[src/hw/rv_types_pkg.sv]
package rv_types_pkg;

    localparam int XLEN = 32;

    // RV32I major opcodes, instruction bits 6:0
    typedef enum logic [6:0] {
        OPC_LOAD   = 7'b0000011,
        OPC_OP_IMM = 7'b0010011,
        OPC_AUIPC  = 7'b0010111,
        OPC_STORE  = 7'b0100011,
        OPC_OP     = 7'b0110011,
        OPC_LUI    = 7'b0110111,
        OPC_BRANCH = 7'b1100011,
        OPC_JALR   = 7'b1100111,
        OPC_JAL    = 7'b1101111,
        OPC_SYSTEM = 7'b1110011
    } opcode_e;

    typedef enum logic [3:0] {
        IR_OTHER   = 4'd0,
        IR_BRANCH  = 4'd1,
        IR_JAL     = 4'd2,
        IR_JALR    = 4'd3,
        IR_ILLEGAL = 4'd4
    } ir_type_e;

    // Control transfer types that go through resolution
    function automatic logic is_jump(input ir_type_e t);
        return (t == IR_BRANCH) || (t == IR_JAL) || (t == IR_JALR);
    endfunction

endpackage

[src/hw/predictor_pkg.sv]
package predictor_pkg;

    // 2-bit saturating direction counter
    typedef enum logic [1:0] {
        STRONG_NT = 2'b00,
        WEAK_NT   = 2'b01,
        WEAK_T    = 2'b10,
        STRONG_T  = 2'b11
    } counter_e;

    localparam counter_e COUNTER_INIT = WEAK_NT;

    // Word aligned fetch, so the two low PC bits carry no index information
    localparam int INDEX_LSB = 2;

    // First PC bit above the index
    function automatic int tag_lsb(input int index_bits);
        return INDEX_LSB + index_bits;
    endfunction

    // Everything above the index goes into the tag
    function automatic int tag_bits(input int index_bits);
        return rv_types_pkg::XLEN - tag_lsb(index_bits);
    endfunction

    function automatic logic counter_taken(input counter_e c);
        return (c == WEAK_T) || (c == STRONG_T);
    endfunction

endpackage

[src/hw/table_update_if.sv]
interface table_update_if;

    logic                            update_valid;
    logic [rv_types_pkg::XLEN-1:0]   update_pc;
    logic [rv_types_pkg::XLEN-1:0]   update_target;
    logic                            update_taken;
    logic                            update_is_branch;

    modport source (
        output update_valid,
        output update_pc,
        output update_target,
        output update_taken,
        output update_is_branch
    );

    modport sink (
        input update_valid,
        input update_pc,
        input update_target,
        input update_taken,
        input update_is_branch
    );

endinterface

[src/hw/direction_table.sv]
module direction_table #(
    parameter int INDEX_BITS = 5
) (
    input  logic                          clk,
    input  logic                          i_reset,
    input  logic [rv_types_pkg::XLEN-1:0] i_pc,
    output predictor_pkg::counter_e       o_counter,
    table_update_if.sink                  upd
);

    localparam int ENTRIES = 1 << INDEX_BITS;

    predictor_pkg::counter_e counters_q [ENTRIES];

    logic [INDEX_BITS-1:0] rd_idx;
    logic [INDEX_BITS-1:0] wr_idx;
    logic                  wr_en;

    function automatic predictor_pkg::counter_e step_counter(
        input predictor_pkg::counter_e c,
        input logic                    taken
    );
        predictor_pkg::counter_e n;
        n = c;
        case (c)
            predictor_pkg::STRONG_NT: n = taken ? predictor_pkg::WEAK_NT  : predictor_pkg::STRONG_NT;
            predictor_pkg::WEAK_NT:   n = taken ? predictor_pkg::WEAK_T   : predictor_pkg::STRONG_NT;
            predictor_pkg::WEAK_T:    n = taken ? predictor_pkg::STRONG_T : predictor_pkg::WEAK_NT;
            predictor_pkg::STRONG_T:  n = taken ? predictor_pkg::STRONG_T : predictor_pkg::WEAK_T;
            default:                  n = predictor_pkg::COUNTER_INIT;
        endcase
        return n;
    endfunction

    assign rd_idx = i_pc[predictor_pkg::INDEX_LSB +: INDEX_BITS];
    assign wr_idx = upd.update_pc[predictor_pkg::INDEX_LSB +: INDEX_BITS];
    assign wr_en  = upd.update_valid && upd.update_is_branch;

    assign o_counter = counters_q[rd_idx];

    always_ff @(posedge clk) begin
        if (i_reset) begin
            for (int i = 0; i < ENTRIES; i++) begin
                counters_q[i] <= predictor_pkg::COUNTER_INIT;
            end
        end else if (wr_en) begin
            counters_q[wr_idx] <= step_counter(counters_q[wr_idx], upd.update_taken);
        end
    end

    // Non-branch resolutions are JAL or JALR and always taken
    a_jump_update_taken: assert property (@(posedge clk) disable iff (i_reset)
        (upd.update_valid && !upd.update_is_branch) |-> upd.update_taken);

endmodule

[src/hw/ex_jump_handler.sv]
module ex_jump_handler (
    input  logic                          i_stall,
    input  logic                          i_valid,
    input  logic [rv_types_pkg::XLEN-1:0] i_pc,
    input  logic [rv_types_pkg::XLEN-1:0] i_pc4,
    input  rv_types_pkg::ir_type_e        i_ir_type,
    input  logic                          i_prediction,
    input  logic [rv_types_pkg::XLEN-1:0] i_addr_prediction,
    input  logic                          i_ex_taken,
    input  logic [rv_types_pkg::XLEN-1:0] i_ex_target,
    output logic                          o_jump,
    output logic [rv_types_pkg::XLEN-1:0] o_jump_addr,
    table_update_if.source                upd
);

    logic active;
    logic is_branch;
    logic real_taken;
    logic dir_wrong;
    logic addr_wrong;

    // Resolve only valid control transfers that are not held by a stall
    assign active    = i_valid && rv_types_pkg::is_jump(i_ir_type) && !i_stall;
    assign is_branch = (i_ir_type == rv_types_pkg::IR_BRANCH);

    // JAL and JALR always transfer control
    assign real_taken = is_branch ? i_ex_taken : 1'b1;

    assign dir_wrong  = (real_taken != i_prediction);
    assign addr_wrong = real_taken && i_prediction && (i_ex_target != i_addr_prediction);

    always_comb begin
        o_jump      = active && (dir_wrong || addr_wrong);
        o_jump_addr = real_taken ? i_ex_target : i_pc4;
    end

    // Train both tables with every resolution
    assign upd.update_valid     = active;
    assign upd.update_pc        = i_pc;
    assign upd.update_target    = i_ex_target;
    assign upd.update_taken     = real_taken;
    assign upd.update_is_branch = is_branch;

endmodule

[src/hw/ir_type_converter.sv]
module ir_type_converter (
    input  logic [rv_types_pkg::XLEN-1:0] i_ir,
    output rv_types_pkg::ir_type_e        o_ir_type
);

    rv_types_pkg::opcode_e opcode;
    logic [2:0]            funct3;

    assign opcode = rv_types_pkg::opcode_e'(i_ir[6:0]);
    assign funct3 = i_ir[14:12];

    always_comb begin
        case (opcode)
            rv_types_pkg::OPC_BRANCH: begin
                o_ir_type = rv_types_pkg::IR_BRANCH;
            end
            rv_types_pkg::OPC_JAL: begin
                o_ir_type = rv_types_pkg::IR_JAL;
            end
            rv_types_pkg::OPC_JALR: begin
                // Only funct3 000 is defined for JALR
                if (funct3 == 3'b000) begin
                    o_ir_type = rv_types_pkg::IR_JALR;
                end else begin
                    o_ir_type = rv_types_pkg::IR_ILLEGAL;
                end
            end
            rv_types_pkg::OPC_OP,
            rv_types_pkg::OPC_OP_IMM,
            rv_types_pkg::OPC_LOAD,
            rv_types_pkg::OPC_STORE,
            rv_types_pkg::OPC_LUI,
            rv_types_pkg::OPC_AUIPC,
            rv_types_pkg::OPC_SYSTEM: begin
                o_ir_type = rv_types_pkg::IR_OTHER;
            end
            default: begin
                o_ir_type = rv_types_pkg::IR_ILLEGAL;
            end
        endcase
    end

endmodule

[src/hw/jump_predict_top.sv]
module jump_predict_top #(
    parameter int INDEX_BITS = 5
) (
    input  logic                          clk,
    input  logic                          i_reset,
    input  logic                          i_stall,
    input  logic [rv_types_pkg::XLEN-1:0] i_pc_if,
    input  logic [rv_types_pkg::XLEN-1:0] i_ir_if,
    input  logic                          i_ex_taken,
    input  logic [rv_types_pkg::XLEN-1:0] i_ex_target,
    output logic                          o_jump_prediction,
    output logic [rv_types_pkg::XLEN-1:0] o_addr_prediction,
    output logic                          o_jump,
    output logic [rv_types_pkg::XLEN-1:0] o_jump_addr
);

    rv_types_pkg::ir_type_e        ir_type_if;

    // ID/EX record
    logic                          valid_ex;
    logic [rv_types_pkg::XLEN-1:0] pc_ex;
    logic [rv_types_pkg::XLEN-1:0] pc4_ex;
    rv_types_pkg::ir_type_e        ir_type_ex;
    logic                          prediction_ex;
    logic [rv_types_pkg::XLEN-1:0] addr_prediction_ex;

    table_update_if upd_if ();

    ir_type_converter ir_type_converter_inst (
        .i_ir      (i_ir_if),
        .o_ir_type (ir_type_if)
    );

    jump_predictor #(.INDEX_BITS(INDEX_BITS)) jump_predictor_inst (
        .clk               (clk),
        .i_reset           (i_reset),
        .i_pc_if           (i_pc_if),
        .i_ir_type_if      (ir_type_if),
        .o_jump_prediction (o_jump_prediction),
        .o_addr_prediction (o_addr_prediction),
        .upd               (upd_if.sink)
    );

    prediction_pipe prediction_pipe_inst (
        .clk               (clk),
        .i_reset           (i_reset),
        .i_stall           (i_stall),
        .i_flush           (o_jump),
        .i_pc              (i_pc_if),
        .i_ir_type         (ir_type_if),
        .i_prediction      (o_jump_prediction),
        .i_addr_prediction (o_addr_prediction),
        .o_valid           (valid_ex),
        .o_pc              (pc_ex),
        .o_pc4             (pc4_ex),
        .o_ir_type         (ir_type_ex),
        .o_prediction      (prediction_ex),
        .o_addr_prediction (addr_prediction_ex)
    );

    ex_jump_handler ex_jump_handler_inst (
        .i_stall           (i_stall),
        .i_valid           (valid_ex),
        .i_pc              (pc_ex),
        .i_pc4             (pc4_ex),
        .i_ir_type         (ir_type_ex),
        .i_prediction      (prediction_ex),
        .i_addr_prediction (addr_prediction_ex),
        .i_ex_taken        (i_ex_taken),
        .i_ex_target       (i_ex_target),
        .o_jump            (o_jump),
        .o_jump_addr       (o_jump_addr),
        .upd               (upd_if.source)
    );

endmodule

[src/hw/jump_predictor.sv]
module jump_predictor #(
    parameter int INDEX_BITS = 5
) (
    input  logic                          clk,
    input  logic                          i_reset,
    input  logic [rv_types_pkg::XLEN-1:0] i_pc_if,
    input  rv_types_pkg::ir_type_e        i_ir_type_if,
    output logic                          o_jump_prediction,
    output logic [rv_types_pkg::XLEN-1:0] o_addr_prediction,
    table_update_if.sink                  upd
);

    logic                          target_hit;
    logic [rv_types_pkg::XLEN-1:0] target_addr;
    logic [rv_types_pkg::XLEN-1:0] pc4;
    predictor_pkg::counter_e       counter;

    target_table #(.INDEX_BITS(INDEX_BITS)) target_table_inst (
        .clk      (clk),
        .i_reset  (i_reset),
        .i_pc     (i_pc_if),
        .o_hit    (target_hit),
        .o_target (target_addr),
        .upd      (upd)
    );

    direction_table #(.INDEX_BITS(INDEX_BITS)) direction_table_inst (
        .clk       (clk),
        .i_reset   (i_reset),
        .i_pc      (i_pc_if),
        .o_counter (counter),
        .upd       (upd)
    );

    assign pc4 = i_pc_if + 32'd4;

    always_comb begin
        case (i_ir_type_if)
            rv_types_pkg::IR_JAL,
            rv_types_pkg::IR_JALR:   o_jump_prediction = target_hit;
            // Branches also need the counter to lean taken
            rv_types_pkg::IR_BRANCH: o_jump_prediction = target_hit &&
                                                         predictor_pkg::counter_taken(counter);
            default:                 o_jump_prediction = 1'b0;
        endcase
    end

    assign o_addr_prediction = o_jump_prediction ? target_addr : pc4;

endmodule

[src/hw/prediction_pipe.sv]
module prediction_pipe (
    input  logic                          clk,
    input  logic                          i_reset,
    input  logic                          i_stall,
    input  logic                          i_flush,
    input  logic [rv_types_pkg::XLEN-1:0] i_pc,
    input  rv_types_pkg::ir_type_e        i_ir_type,
    input  logic                          i_prediction,
    input  logic [rv_types_pkg::XLEN-1:0] i_addr_prediction,
    output logic                          o_valid,
    output logic [rv_types_pkg::XLEN-1:0] o_pc,
    output logic [rv_types_pkg::XLEN-1:0] o_pc4,
    output rv_types_pkg::ir_type_e        o_ir_type,
    output logic                          o_prediction,
    output logic [rv_types_pkg::XLEN-1:0] o_addr_prediction
);

    // IF/ID stage
    logic                          ifid_valid;
    logic [rv_types_pkg::XLEN-1:0] ifid_pc;
    logic [rv_types_pkg::XLEN-1:0] ifid_pc4;
    rv_types_pkg::ir_type_e        ifid_ir_type;
    logic                          ifid_prediction;
    logic [rv_types_pkg::XLEN-1:0] ifid_addr_prediction;

    always_ff @(posedge clk) begin
        if (i_reset) begin
            ifid_valid <= 1'b0;
            o_valid    <= 1'b0;
        end else if (!i_stall) begin
            // A redirect kills both younger instructions
            ifid_valid <= !i_flush;
            o_valid    <= ifid_valid && !i_flush;
        end
    end

    always_ff @(posedge clk) begin
        if (!i_stall) begin
            ifid_pc              <= i_pc;
            ifid_pc4             <= i_pc + 32'd4;
            ifid_ir_type         <= i_ir_type;
            ifid_prediction      <= i_prediction;
            ifid_addr_prediction <= i_addr_prediction;
            o_pc                 <= ifid_pc;
            o_pc4                <= ifid_pc4;
            o_ir_type            <= ifid_ir_type;
            o_prediction         <= ifid_prediction;
            o_addr_prediction    <= ifid_addr_prediction;
        end
    end

    a_no_stall_in_reset: assert property (@(posedge clk) i_reset |-> !i_stall);

endmodule

[src/hw/target_table.sv]
module target_table #(
    parameter int INDEX_BITS = 5
) (
    input  logic                          clk,
    input  logic                          i_reset,
    input  logic [rv_types_pkg::XLEN-1:0] i_pc,
    output logic                          o_hit,
    output logic [rv_types_pkg::XLEN-1:0] o_target,
    table_update_if.sink                  upd
);

    localparam int ENTRIES  = 1 << INDEX_BITS;
    localparam int TAG_LSB  = predictor_pkg::tag_lsb(INDEX_BITS);
    localparam int TAG_BITS = predictor_pkg::tag_bits(INDEX_BITS);

    logic [ENTRIES-1:0]                valid_q;
    logic [TAG_BITS-1:0]               tag_q    [ENTRIES];
    logic [rv_types_pkg::XLEN-1:0]     target_q [ENTRIES];

    logic [INDEX_BITS-1:0] rd_idx;
    logic [TAG_BITS-1:0]   rd_tag;
    logic [INDEX_BITS-1:0] wr_idx;
    logic [TAG_BITS-1:0]   wr_tag;
    logic                  wr_en;

    assign rd_idx = i_pc[predictor_pkg::INDEX_LSB +: INDEX_BITS];
    assign rd_tag = i_pc[rv_types_pkg::XLEN-1:TAG_LSB];
    assign wr_idx = upd.update_pc[predictor_pkg::INDEX_LSB +: INDEX_BITS];
    assign wr_tag = upd.update_pc[rv_types_pkg::XLEN-1:TAG_LSB];

    // Only taken outcomes teach a target
    assign wr_en = upd.update_valid && upd.update_taken;

    assign o_hit    = valid_q[rd_idx] && (tag_q[rd_idx] == rd_tag);
    assign o_target = target_q[rd_idx];

    always_ff @(posedge clk) begin
        if (i_reset) begin
            valid_q <= '0;
        end else if (wr_en) begin
            valid_q[wr_idx] <= 1'b1;
        end
    end

    always_ff @(posedge clk) begin
        if (wr_en) begin
            tag_q[wr_idx]    <= wr_tag;
            target_q[wr_idx] <= upd.update_target;
        end
    end

    // Resolved targets come from the execute stage and must be word aligned
    a_target_aligned: assert property (@(posedge clk) disable iff (i_reset)
        wr_en |-> (upd.update_target[1:0] == 2'b00));

endmodule

[config.mk]
export PLATFORM = sky130hd
export DESIGN_NAME = jump_predict_top
export DESIGN_NICKNAME = d
export VERILOG_FILES = /design/src/hw/rv_types_pkg.sv /design/src/hw/predictor_pkg.sv /design/src/hw/table_update_if.sv /design/src/hw/direction_table.sv /design/src/hw/ex_jump_handler.sv /design/src/hw/ir_type_converter.sv /design/src/hw/jump_predict_top.sv /design/src/hw/jump_predictor.sv /design/src/hw/prediction_pipe.sv /design/src/hw/target_table.sv
export SDC_FILE = /design/constraint.sdc
export NUM_CORES = 2
export LEC_CHECK = 0
export BUFFER_PORTS_ARGS = -buffer_cell sky130_fd_sc_hd__buf_4
export CORE_MARGIN = 2
export CORE_UTILIZATION = 56
export CTS_CLUSTER_DIAMETER = 50
export DETAILED_ROUTE_END_ITERATION = 8
export PLACE_DENSITY_LB_ADDON = 0.15
export RECOVER_POWER = 50
export SYNTH_ARGS = -nofsm -noshare
export SYNTH_HDL_FRONTEND = slang
export SYNTH_SLANG_ARGS = --single-unit
[constraint.sdc]
create_clock -name clk -period 9.75 [get_ports clk]
set_input_delay 1.95 -clock clk [delete_from_list [all_inputs] [get_ports clk]]
set_output_delay 1.95 -clock clk [all_outputs]
set_load 0.01 [all_outputs]
=== Yosys cells after proc, flatten, opt, wreduce, memory -nomap -nowiden ===
Memories as Yosys holds them, arrays and structs flattened. A register that Yosys moved wholly into a read port is not among the register bits.
Cells that the tools add are included.

* $add $sub $neg: 1
* $lt $le $gt $ge: 3
* Equal/unequal tests: 24
* Muxes and demuxes: 28
* Bitwise gates (word level): 1
* Reduce and logical (&&, ||, !) cells: 22

{| class="wikitable"
|+ Operator list
! cell !! number
|-
| 32-bit two-way mux || 2
|-
| 32-bit by 3-bit adder with 32-bit output, second input constant || 1
|-
| 32-bit inequality test || 1
|-
| 32-bit OR || 1
|-
| 7-bit equality test, second input constant || 4
|-
| 25-bit equality test || 1
|-
| 7-bit by 6-bit equality test with 1-bit output, second input constant || 3
|-
| 4-bit by 2-bit equality test with 1-bit output, second input constant || 4
|-
| 4-bit case mux with 4 select lines || 1
|-
| 7-bit by 5-bit equality test with 1-bit output, second input constant || 2
|-
| 1-bit two-way mux || 13
|-
| 5-bit by 6-bit less-than comparator with 1-bit output, second input constant || 2
|-
| 1-bit logical AND || 11
|-
| 2-bit two-way mux || 5
|-
| 5-bit two-way mux || 2
|-
| 2-bit equality test, second input constant || 4
|-
| 4-bit by 1-bit equality test with 1-bit output, second input constant || 2
|-
| 2-bit case mux with 4 select lines || 1
|-
| 7-bit by 2-bit equality test with 1-bit output, second input constant || 1
|-
| 7-bit OR reduction || 1
|-
| 1-bit binary-select mux with 5-bit select || 1
|-
| 1-bit demux with 5-bit select || 1
|-
| 5-bit by 1-bit greater-or-equal comparator with 1-bit output, second input constant || 1
|-
| 1-bit logical OR || 4
|-
| other kinds (8) || 10
|}

* Register bits after elaboration: 236
* RAM bits: 1888
* Input bits: 100
* Output and inout port bits: 66
* Word-level logic and storage cells: 95
* Memories kept: 3

{| class="wikitable"
|+ Memory list
! name !! words !! bits a word !! read ports !! clocked after memory_dff !! write ports !! RTL line !! text
|-
| jump_predictor_inst.target_table_inst.target_q || 32 || 32 || 1 || 0 || 1 || target_table.sv:18 || <nowiki>logic [rv_types_pkg::XLEN-1:0] target_q [ENTRIES];</nowiki>
|-
| jump_predictor_inst.target_table_inst.tag_q || 32 || 25 || 1 || 0 || 1 || target_table.sv:17 || <nowiki>logic [TAG_BITS-1:0] tag_q [ENTRIES];</nowiki>
|-
| jump_predictor_inst.direction_table_inst.counters_q || 32 || 2 || 2 || 1 || 32 || direction_table.sv:13 || <nowiki>predictor_pkg::counter_e counters_q [ENTRIES];</nowiki>
|}

=== Longest topological paths before layout ===
* Word-level depth: 11
* Depth in mapped cells: 15
* Depth with buffers taken out: 10

=== Cells and area by module ===
A second synthesis with hierarchy kept.

* Cells, all modules: 4015
* Area total of the unflattened synthesis: 84103.2 µm²

{| class="wikitable"
|+ By module, submodules not included
! module !! times used !! cells each !! area each (µm²) !! sequential area each (µm²)
|-
| target_table || 1 || 3055 || 70880.5 || 55413.1
|-
| prediction_pipe || 1 || 300 || 6661.4 || 5985.7
|-
| direction_table || 1 || 319 || 3945.0 || 1921.8
|-
| ex_jump_handler || 1 || 152 || 1442.6 || 0.0
|-
| jump_predictor || 1 || 173 || 1066.0 || 0.0
|-
| ir_type_converter || 1 || 16 || 107.6 || 0.0
|}

=== Least setup slack after synthesis ===
OpenSTA, ideal clock, no wires.

* Kind: input to register
* Start: input port i_stall
* End: memory jump_predictor_inst.target_table_inst.tag_q[31][0] in the netlist's numbering (enable)
* Library setup time: 0.474 ns
* Arrival time: 9.553 ns
* Data required time: 9.276 ns
* Slack: -0.276 ns
* Stages on the path: 6
* Buffers on the path: 1
* Cells stage by stage: clkbuf_1 -> inv_1 -> nand2_1 -> nor3_1 -> nand3_1 -> nor2_1

* Word-level cells in the longest chain between the ends: 5

{| class="wikitable"
|+ RTL lines
! item !! RTL line !! text
|-
| start: declaration || jump_predict_top.sv:6 || <nowiki>input logic i_stall,</nowiki>
|-
| 1-bit zero test || ex_jump_handler.sv:23 || <nowiki>assign active = i_valid && rv_types_pkg::is_jump(i_ir_type) && !i_stall;</nowiki>
|-
| 1-bit logical AND || ex_jump_handler.sv:23 ||
|-
| 1-bit logical AND || target_table.sv:32 || <nowiki>assign wr_en = upd.update_valid && upd.update_taken;</nowiki>
|-
| 1-bit two-way mux || target_table.sv:46 || <nowiki>if (wr_en) begin</nowiki>
|-
| 1-bit two-way mux (implied by the code) || target_table.sv:47 || <nowiki>tag_q[wr_idx] <= wr_tag;</nowiki>
|-
| end: declaration || target_table.sv:17 ||
|}

Every way passes these cells.

=== Worst setup path after layout ===
* Start: input port i_pc_if[2] in the netlist's numbering
* End: output port o_addr_prediction[31] in the netlist's numbering

* Word-level cells in the longest chain between the ends: 6
* Elaborated cells between the ends (all ways): 14
* Those cells by class: 1 x add/sub; 3 x eq/ne; 4 x mux; 3 x reduce/logical; 3 x memory

{| class="wikitable"
|+ RTL lines
! item !! RTL line !! text
|-
| start: declaration || jump_predict_top.sv:7 || <nowiki>input logic [rv_types_pkg::XLEN-1:0] i_pc_if,</nowiki>
|-
| memory read 32 x 25 bit (tied with other cells) || -- ||
|-
| 25-bit equality test (tied with other cells) || target_table.sv:34 || <nowiki>assign o_hit = valid_q[rd_idx] && (tag_q[rd_idx] == rd_tag);</nowiki>
|-
| 1-bit logical AND / 1-bit logical OR (equally long branches) || target_table.sv:34, predictor_pkg.sv:27 ||
|-
| 1-bit logical AND || jump_predictor.sv:42 || <nowiki>rv_types_pkg::IR_BRANCH: o_jump_prediction = target_hit &&</nowiki>
|-
| 1-bit case mux with 2 select lines || jump_predictor.sv:38 || <nowiki>case (i_ir_type_if)</nowiki>
|-
| 32-bit two-way mux * || jump_predictor.sv:48 || <nowiki>assign o_addr_prediction = o_jump_prediction ? target_addr : pc4;</nowiki>
|-
| end: declaration || jump_predict_top.sv:12 || <nowiki>output logic [rv_types_pkg::XLEN-1:0] o_addr_prediction,</nowiki>
|}

Every way passes the cells marked *; elsewhere a longest branch is shown, timed or not. The select of a mux whose other input is x is not followed.

==> impl_metrics.json <==
{
  "ys_ff_latch": 2123,
  "clock_tree_from_tritoncts": "done",
  "detailed_place.area_sq_um": 86500,
  "final_net_count": 4187,
  "r2r-end": "prediction_pipe_inst.ifid_addr_prediction[31]",
  "timing.critical_path.max_delay_family": "buffers and inverters",
  "antenna_violating_nets_remaining": 0,
  "fillers": 9874,
  "number_of_distinct_library_cell_variants_in_the_gate_level_netlist_after_synthesis": 79,
  "initial_core_util_pct": 56.6,
  "synthesis.yosys.warnings": 0,
  "grt_pass1_vias": 40196,
  "violations": "max-capacitance violations, max-slew violations",
  "cts_inserted_buffers": 209,
  "crit_path_end_kind": "primary output",
  "detail_route.iter0.violations": 5369,
  "cts_root_buffer": "sky130_fd_sc_hd__clkbuf_16",
  "synth_area_per_cell_sq_um": 21.6,
  "route.detailed.drc": 0,
  "rr_worst_depth": 9,
  "setup-tns-final_ns": 0,
  "antenna_violations_before_repair": 8,
  "critPathMaxFanout": 43,
  "fmax_ghz": 0.113,
  "synth-async-reset-ratio_pct": 0,
  "synth_cells": 3830,
  "area_growth_pct": 12.4,
  "final.min_clock_period_ns": 8.87,
  "clock_sink_count": 2123,
  "yosysSeqAreaShare_pct": 76.6,
  "fp.coreArea_sq_um": 146000,
  "synth.net_count": 3932,
  "power_per_cell_area_nw_per_um2": 204,
  "detailedRoute.firstPassIterationCount": 5,
  "rr_startpoint": "jump_predictor_inst.target_table_inst.tag_q[9][23]",
  "wl_per_cell_microns": 34.7,
  "max_cap_violations": 11,
  "mapped_area_sq_um": 82700,
  "min-delay-path-class": "flop to flop",
  "fraction_of_the_cycle_the_final_worst_path_needs_pct": 91.0,
  "post_cts.resized_instances": 0,
  "tightestPinTransition_ns": 4.83,
  "synth_top_cell_area_share_pct": 75.7,
  "relSlewSlack_pct": -222,
  "stdcell_area_sq_um": 92900,
  "clock_latency_ns": 0.83,
  "worst_path_most_repeated_cell": "sky130_fd_sc_hd__buf_4",
  "timing.critical_path.cells": "buf_8 -> clkbuf_1 -> buf_4 -> mux4_2 -> mux2i_1 -> o22a_1 -> a21oi_1 -> a211oi_1 -> and4b_1 -> nand3_2 -> nor4b_4 -> buf_12 -> mux2_2 -> buf_4",
  "critPathRequiredTime_ns": 7.80,
  "grt_pass1_wl_microns": 302000,
  "via_count": 40885,
  "setup_violations": 0,
  "timing.clock.skew_ns": 0.0362,
  "htree_levels": 4,
  "status": "finished, violations left",
  "hold_ws_ns": 0.415,
  "maximum_count_of_clock_buffers_along_a_single_path": 3,
  "port_buffers": 143,
  "worst-setup-path-type": "primary input to primary output",
  "cts_hold_buffers": 0,
  "global_route.usage.total_pct": 28.7,
  "vdd_ir_drop_max_mv": 0.174,
  "place.gp.congestion": 0.793,
  "post_cts.repair.setup_buffers": 0,
  "timing_hold_violations_final": 0,
  "maximum_number_of_pins_on_one_net_before_global_route_repair": 124,
  "primary_ff_master_synth": "sky130_fd_sc_hd__edfxtp_1",
  "placement_rows": 140,
  "most-common-layout-cells": "sky130_fd_sc_hd__edfxtp_1 (2084), sky130_fd_sc_hd__mux4_2 (500), sky130_fd_sc_hd__clkbuf_16 (213)",
  "r2r_slack_ns": 5.74,
  "final_common_cell": "sky130_fd_sc_hd__edfxtp_1",
  "critical-path-max-stage-delay_ns": 0.78,
  "timing.hold.worst.start": "prediction_pipe_inst.ifid_pc4[25]",
  "gr-total-overflow": 0,
  "synth_area_leaders": "sky130_fd_sc_hd__edfxtp_1 (76%), sky130_fd_sc_hd__mux4_2 (14%), sky130_fd_sc_hd__mux2i_1 (1.6%)",
  "worst_setup_hold_path_clk_slew_ns": 0.06,
  "die_x_microns": 388,
  "worst_hold_endpoint": "prediction_pipe_inst.o_pc4[25]",
  "vias_per_cell": 6.62,
  "io-pin-count": 166,
  "yosysTopAreaCell": "sky130_fd_sc_hd__edfxtp_1",
  "rsz_0062_raised_after_global_routing": "no",
  "path_buf_inv": 5,
  "leakagePower_nw": 29.4,
  "finalMaxSlewViolations": 412,
  "height_of_the_chip_microns": 388,
  "postRouteWirelength_microns": 214000,
  "whs_path_depth": 0,
  "slowest_stage": "sky130_fd_sc_hd__clkbuf_1",
  "crit_arrival_ns": 6.92,
  "number_of_enable_type_register_cells_in_the_synthesized_netlist": 2084,
  "worstSetupStartpointType": "primary input",
  "drive_gt1_share_pct": 26.9,
  "place.detailed.hpwl_microns": 114000,
  "dieArea_sq_um": 151000
}
## worst max path at each step
| stage | start | to | slack, ns | depth (start not counted) |
|---|---|---|---|---|
| final | i_pc_if[2] | o_addr_prediction[31] | 0.88 | 14 |
| after global routing | i_pc_if[2] | o_addr_prediction[31] | 0.68 | 14 |
| after CTS | i_pc_if[5] | o_addr_prediction[31] | 1.06 | 11 |
| after detailed placement | i_pc_if[5] | o_addr_prediction[31] | 1.14 | 11 |
| after global placement | i_pc_if[5] | o_addr_prediction[29] | 1.17 | 12 |
| after floorplan | i_stall | jump_predictor_inst.target_table_inst.tag_q[31][0] | 1.77 | 6 |
## state kept, by name, summed over array words and instances, names as in the netlist, named ones only
name                                                 flops
prediction_pipe_inst.o_prediction                        1
prediction_pipe_inst.ifid_ir_type                        3
prediction_pipe_inst.ifid_pc4                           32
prediction_pipe_inst.ifid_prediction                     1
prediction_pipe_inst.o_ir_type                           3
jump_predictor_inst.target_table_inst.tag_q            800
prediction_pipe_inst.o_pc                               30
jump_predictor_inst.target_table_inst.valid_q           32
prediction_pipe_inst.ifid_addr_prediction               32
prediction_pipe_inst.ifid_pc                            30
prediction_pipe_inst.o_pc4                              32
prediction_pipe_inst.o_addr_prediction                  32
jump_predictor_inst.target_table_inst.target_q        1024
prediction_pipe_inst.ifid_valid                          1
prediction_pipe_inst.o_valid                             1
jump_predictor_inst.direction_table_inst.counters_q     64
## metal layers
layer  GRT usage [%]  wire length (microns)  vias up
li1                -                      -    16469
met1            41.8                  84700    21981
met2            45.0                 103000     2070
met3            5.27                  20500      357
met4            8.46                   5900        8
met5               0                     44        -
## layout make-up
| type | instances | area [sq um] | area share (%) |
|---|---|---|---|
| multi-input combinational | 1494 | 18500 | 19.9 |
| inverter | 15 | 67.6 | 0.0727 |
| tap | 1917 | 2400 | 2.58 |
| clock buffer | 259 | 5530 | 5.95 |
| antenna | 5 | 12.5 | 0.0135 |
| timing repair buffer | 242 | 1930 | 2.07 |
| sequential | 2123 | 63400 | 68.2 |
| clock inverter | 119 | 1140 | 1.23 |
## Yosys cell counts, drive strengths merged (3+ instances only)
master	n
a22o	13
mux4	507
nand3b	3
or2	32
or3	8
a22oi	57
nand4	18
and4	3
nor2b	7
mux2i	136
and3	12
nand2	100
a32oi	6
buf	109
o21ba	9
nor3	45
nor4	15
o211ai	3
a31oi	7
a221oi	6
nand2b	3
or4	3
dfxtp	39
o221ai	10
a21oi	23
o21ai	6
clkbuf	89
a2111oi	4
mux2	73
o22ai	5
nor2	233
xor2	47
nand3	35
xnor2	29
edfxtp	2084
inv	13
## cells by family after synthesis
family / synth area share [%]
AOI/OAI and AO/OA: 1.62
xor gates and xnor gates: 0.805
adders and majority gates: 0.0424
buffers and inverters: 1.31
DFF: 76.6
muxes: 16.6
and+or+nand+nor: 2.96
## worst register-to-register path: cells and delay by family, from the launching register on
kind / cells / cell delay (ns)
AOI/OAI and AO/OA: 2 / 0.59
xor gates and xnor gates: 1 / 0.19
buffers and inverters: 1 / 0.35
DFF: 1 / 0.36
muxes: 3 / 1.54
and+or+nand+nor: 2 / 0.71
## power by group
part | leakage (nW) | internal, mW | switching [mW]
Combinational | 6.99 | 0.356 | 0.549
Sequential | 19.2 | 10.1 | 0.0813
Clock | 3.28 | 4.54 | 3.34
## stage by stage
step / setup WS [ns] / total power, mW / instances / util, %
global placement: 1.17 / 11.3 / 5791 / 59.2
global route: 0.681 / 19.5 / 6171 / 63.6
floorplan: 1.77 / 10.9 / 3830 / -
finish: 0.878 / 19.0 / 6174 / 63.6
CTS: 1.06 / 19.1 / 6169 / 63.8
detailed placement: 1.14 / 11.3 / 5791 / 59.2
Note: power is estimated with default switching activity, not from simulation.
